<file path="config.mk">
export PLATFORM = sky130hd
export DESIGN_NAME = dcache_ctrl
export DESIGN_NICKNAME = d
export VERILOG_FILES = /design/src/hw/dcache_pkg.sv /design/src/hw/dcache_ctrl.sv
export SDC_FILE = /design/constraint.sdc
export NUM_CORES = 1
export LEC_CHECK = 0
export BUFFER_PORTS_ARGS = -buffer_cell sky130_fd_sc_hd__buf_2
export CAP_MARGIN = 20
export CORE_AREA = 2 2 221 223
export CTS_CLUSTER_SIZE = 25
export DETAILED_ROUTE_END_ITERATION = 8
export DIE_AREA = 0 0 223 225
export HOLD_SLACK_MARGIN = 0.1
export SETUP_SLACK_MARGIN = 0.5
export SLEW_MARGIN = 20
export SYNTH_ARGS = -nofsm -noshare
export SYNTH_HDL_FRONTEND = slang
export SYNTH_SLANG_ARGS = --single-unit
</file>
<file path="constraint.sdc">
create_clock -name clock -period 16.35 [get_ports clock]
set_input_delay 0.8175 -clock clock [delete_from_list [all_inputs] [get_ports clock]]
set_output_delay 0.8175 -clock clock [all_outputs]
set_load 0.1 [all_outputs]
</file>
<file path="src/hw/dcache_pkg.sv">
// one 64-bit word per line, 16-bit line addresses; four ways fixed by the 3-bit pseudo-LRU tree
package dcache_pkg;

  // way count is tied to the tree shape, not a parameter
  localparam int NUM_WAYS = 4;

  // processor line address, low bits select the set
  typedef logic [15:0] line_addr_t;

  // one data word, which is also one line
  typedef logic [63:0] word_t;

  // one-hot way vector
  typedef logic [NUM_WAYS-1:0] way_sel_t;

  // encoded way number
  typedef logic [1:0] way_idx_t;

  // full line address kept as tag so the set count can vary
  typedef struct packed {
    logic       valid;
    logic       dirty;
    line_addr_t addr;
    word_t      data;
  } cache_line_t;

  // controller states
  typedef enum logic [2:0] {
    s_idle,
    s_lookup,
    s_writeback,
    s_fetch,
    s_fill
  } ctrl_state_t;

endpackage

</file>
<file path="src/hw/dcache_ctrl.sv">
// one access in flight; req only while busy and resp_valid are low; memory serves one request
module dcache_ctrl
  import dcache_pkg::*;
(
  input  logic        clock,
  input  logic        reset,
  input  logic        req,
  input  logic        req_write,
  input  line_addr_t  req_addr,
  input  word_t       req_data,
  output logic        busy,
  output logic        resp_valid,
  output word_t       resp_data,
  output logic        resp_hit,
  output logic        mem_req,
  output logic        mem_write,
  output line_addr_t  mem_addr,
  output word_t       mem_wdata,
  input  logic        mem_done,
  input  word_t       mem_rdata,
  output line_addr_t  array_addr,
  output logic        array_write,
  output logic        array_fill,
  output cache_line_t array_line,
  input  logic        array_hit,
  input  cache_line_t hit_line,
  input  cache_line_t victim_line
);

  ctrl_state_t state;
  line_addr_t  addr_q;
  logic        write_q;
  word_t       wdata_q;
  word_t       fetch_q;
  logic        hit_update;
  logic        needs_wb;

  assign busy       = (state != s_idle);
  assign array_addr = addr_q;
  assign needs_wb   = victim_line.valid & victim_line.dirty;

  // hit write lands in the response cycle, so loads also refresh the tree
  assign hit_update  = resp_valid & resp_hit;
  assign array_fill  = (state == s_fill);
  assign array_write = array_fill | hit_update;

  // line written back into the array
  always_comb begin
    array_line.valid = 1'b1;
    array_line.addr  = addr_q;
    if (array_fill) begin
      array_line.dirty = write_q;
      array_line.data  = write_q ? wdata_q : fetch_q;
    end else begin
      array_line.dirty = hit_line.dirty | write_q;
      array_line.data  = write_q ? wdata_q : hit_line.data;
    end
  end

  always_ff @(posedge clock) begin
    if (reset) begin
      state      <= s_idle;
      resp_valid <= 1'b0;
      mem_req    <= 1'b0;
    end else begin
      resp_valid <= 1'b0;
      mem_req    <= 1'b0;
      case (state)
        s_idle: begin
          if (req) begin
            state <= s_lookup;
          end
        end
        s_lookup: begin
          if (array_hit) begin
            state      <= s_idle;
            resp_valid <= 1'b1;
          end else begin
            // dirty victim goes out before the fetch
            state   <= needs_wb ? s_writeback : s_fetch;
            mem_req <= 1'b1;
          end
        end
        s_writeback: begin
          if (mem_done) begin
            state   <= s_fetch;
            mem_req <= 1'b1;
          end
        end
        s_fetch: begin
          if (mem_done) begin
            state <= s_fill;
          end
        end
        s_fill: begin
          state      <= s_idle;
          resp_valid <= 1'b1;
        end
        default: state <= s_idle;
      endcase
    end
  end

  // request, memory and response payload
  always_ff @(posedge clock) begin
    if (state == s_idle && req) begin
      addr_q  <= req_addr;
      write_q <= req_write;
      wdata_q <= req_data;
    end
    if (state == s_lookup) begin
      resp_hit  <= array_hit;
      resp_data <= write_q ? wdata_q : hit_line.data;
      mem_write <= needs_wb;
      mem_addr  <= needs_wb ? victim_line.addr : addr_q;
      mem_wdata <= victim_line.data;
    end
    if (state == s_writeback && mem_done) begin
      mem_write <= 1'b0;
      mem_addr  <= addr_q;
    end
    if (state == s_fetch && mem_done) begin
      fetch_q <= mem_rdata;
    end
    if (state == s_fill) begin
      resp_data <= array_line.data;
    end
  end

endmodule

</file>
==> impl_metrics.env <==
export IMPL_status="complete, no violations"
export IMPL_hpwl_um=24740
export IMPL_hold_violations=0
export IMPL_ys_warn_count=0
export IMPL_wl_um=34800
export IMPL_pwr_share_seq_pct=41.1
export IMPL_via_per_inst=4.085
export IMPL_synth_cell_types=30
export IMPL_wl_per_cell_um=18.92
export IMPL_die_height_um=225
export IMPL_final_area_sq_um=15470
export IMPL_ant_nets=0
export IMPL_drtPass1Iterations=8
export IMPL_syn_area_sq_um=11170
export IMPL_cts_max_level=2
export IMPL_post_route_min_period_ns=4.344
export IMPL_initial_core_util_pct=23.48
export IMPL_area_delta_synth_final_pct=38.54
export IMPL_grt_pass1_vias=7640
export IMPL_drive_gt1_share_pct=56.87
export IMPL_ir_drop_uv=78.77
export IMPL_synth_compound_area_share_pct=9.121
export IMPL_clock_sinks=296
export IMPL_ys_ff_latch=296
export IMPL_cts_tree="yes"
export IMPL_yosysTopAreaCellShare_pct=77.99
export IMPL_cap_violations=0
export IMPL_path_max_fanout=42
export IMPL_synth_top_family_by_area="compound AO/OA/AOI/OAI gates"
export IMPL_power_leakage_nw=6.201
export IMPL_fmax_mhz=230.2
export IMPL_end_kind="output port"
export IMPL_dp_cells=1775
export IMPL_yosysTopAreaCell="edfxtp_1"
export IMPL_syn_avg_cell_area_sq_um=17.02
export IMPL_post_route_drc_count=0
export IMPL_synth_edf_count=290
export IMPL_rsz0062_at_grt="false"
export IMPL_clk_latency_ns=0.54
export IMPL_tightest_slew_ns=1.018
export IMPL_cts_made_buffers=35
export IMPL_num_io_pins=563
export IMPL_place_area_sq_um=14410
export IMPL_clock_skew_ns=0.01661
export IMPL_track_usage_pct=13.13
export IMPL_critPathLaunchType="flop"
export IMPL_cts_root_buffer="clkbuf_16"
export IMPL_yosysSeqAreaShare_pct=79.07
export IMPL_grt_pass1_wl_um=48610
export IMPL_reg2reg_from="state[2]"
export IMPL_cts_resized=0
export IMPL_p_switching_mw=0.8411
export IMPL_synthCells=656
export IMPL_crit_type="flop to output port"
export IMPL_synth_simple_gate_area_share_pct=6.746
export IMPL_yosys_top_cells_count="290 x edfxtp_1, 81 x a21oi_2, 70 x nand2_1, 67 x nor2b_1, 52 x a21oi_1"
export IMPL_fin_crit_sh_pct=26.57
export IMPL_clockBufferDepth=3
export IMPL_pwr_share_clk_pct=32.2
export IMPL_num_rows=80
export IMPL_crit_path_start="state[2]"
export IMPL_hold_path_class="primary input to flop"
export IMPL_finalSetupViolations=0
export IMPL_ys_async_sr_fraction_pct=0
export IMPL_synthXorXnorAreaFrac_pct=0.07844
export IMPL_drv_slew=0
export IMPL_cts_hold_buf=0
export IMPL_antenna_found_initial=6
export IMPL_tns_ns=0
export IMPL_cts_setup_buffers=0
export IMPL_netlist_top_cells_area="edfxtp_1 78%, a21oi_2 6.4%, nor2b_1 3.8%"
export IMPL_synth_most_common_cell="edfxtp_1"
export IMPL_p_comb_share_pct=26.7
export IMPL_grt_max_degree=82
export IMPL_vias=7517
export IMPL_switching_share_pct=37.47
export IMPL_drtIter0Drc=296
export IMPL_core_sq_um=47550
export IMPL_slew_headroom_pct=32.15
export IMPL_cp_arrival_ns=3.53
export IMPL_fp_dieW_um=223
export IMPL_gp_congestion=0.8645
export IMPL_hold_start="mem_rdata[56]"
export IMPL_power_internal_mw=1.403
export IMPL_powerDensity_nw_per_um2=145.1
export IMPL_synthFlopType="edfxtp_1"
export IMPL_syn_num_nets=970
export IMPL_path_clk_slew_ns=0.06
export IMPL_die_area_sq_um=50180
export IMPL_synth_mux_area_share_pct=1.614
export IMPL_io_buffers=544
export IMPL_synth_fa_ha_area_share_pct=0
export IMPL_nets=1512
export IMPL_cp_data_required_time_ns=15.53
export IMPL_fin_cells=1840
export IMPL_overflow=0
==> logic make-up (layout without fill, tap and decap cells) <==
kind of cell           Yosys count  in the layout
flip-flops                     296            296
XOR/XNOR                         1              1
AND/OR/NAND/NOR                149            149
buffers and inverters           53            619
AO/OA/AOI/OAI                  140            140
multiplexers                    16             16
other                            1              4
==> final timing paths <==
kind	end	slack, ns	cells after the start
worst max-delay path	array_line[47]	12.01	6
worst min-delay path	fetch_q[56]	0.45	1
worst max register to register	resp_data[59]	13.53	4
worst min register to register	mem_write	0.52	2
==> stage by stage <==
stage                     hold slack [ns]  total power, mW  setup WS, ns  util, %
after floorplan                    0.5336            1.430         10.03        -
after global placement             0.4867            1.539         12.55    30.30
after detailed placement           0.5039            1.542         12.52    30.30
after CTS                          0.4074            2.278         11.93    32.48
after global routing               0.4146            2.320         11.71    32.53
final                              0.4483            2.245         12.01    32.53
==> sequential cells by signal, summed over array words and instances (netlist names) <==
name        flops
array_addr     16
fetch_q        64
mem_write       1
resp_valid      1
state           3
mem_wdata      64
resp_hit        1
wdata_q        64
mem_addr       16
resp_data      64
mem_req         1
write_q         1
==> final cells by class <==
| cell class | count | area, sq um |
|---|---|---|
| diodes | 3 | 7.507 |
| flip-flops and latches | 296 | 8828 |
| repair buffers | 555 | 2818 |
| inverters | 3 | 13.76 |
| clock buffers | 43 | 905.9 |
| well taps | 615 | 769.5 |
| fillers | 4742 | 32080 |
| clock inverters | 18 | 130.1 |
| multi-input cells | 307 | 1996 |
==> layer usage <==
layer | wire length (um) | track usage, %
met2 | 17920 | 22.66
met5 | 43 | 0
met4 | 822 | 4.503
met3 | 2400 | 3.742
met1 | 13620 | 15.69
==> power groups by stage <==
stage | clock [mW] | sequential (mW) | combinational, mW
after global placement | 0 | 0.936 | 0.603
after floorplan | 0 | 1.19 | 0.236
after global routing | 0.774 | 0.926 | 0.619
after detailed placement | 0 | 0.937 | 0.605
after CTS | 0.750 | 0.922 | 0.605
final | 0.723 | 0.922 | 0.600
==> worst max-delay path, stage by stage, from the launching register on <==
cell	delay, ns
dfxtp_1	0.57
or3b_4	0.45
inv_4	0.31
buf_4	0.68
a21oi_2	0.14
a21oi_2	0.25
buf_2	0.47
==> cell usage in the layout, fill, tap and decap left out, drive strengths merged, types with 2 or more instances in the layout <==
cell,netlist,final
clkbuf,13,43
clkinvlp,0,5
mux2,16,16
nand2b,2,2
diode,0,3
buf,37,555
edfxtp,290,290
nor2,3,3
nor2b,67,67
inv,2,6
nand2,70,70
nor3b,2,2
a21oi,133,133
a211oi,2,2
dfxtp,6,6
clkinv,1,9
o21ai,2,2
Power figures use the tool's default switching activity.
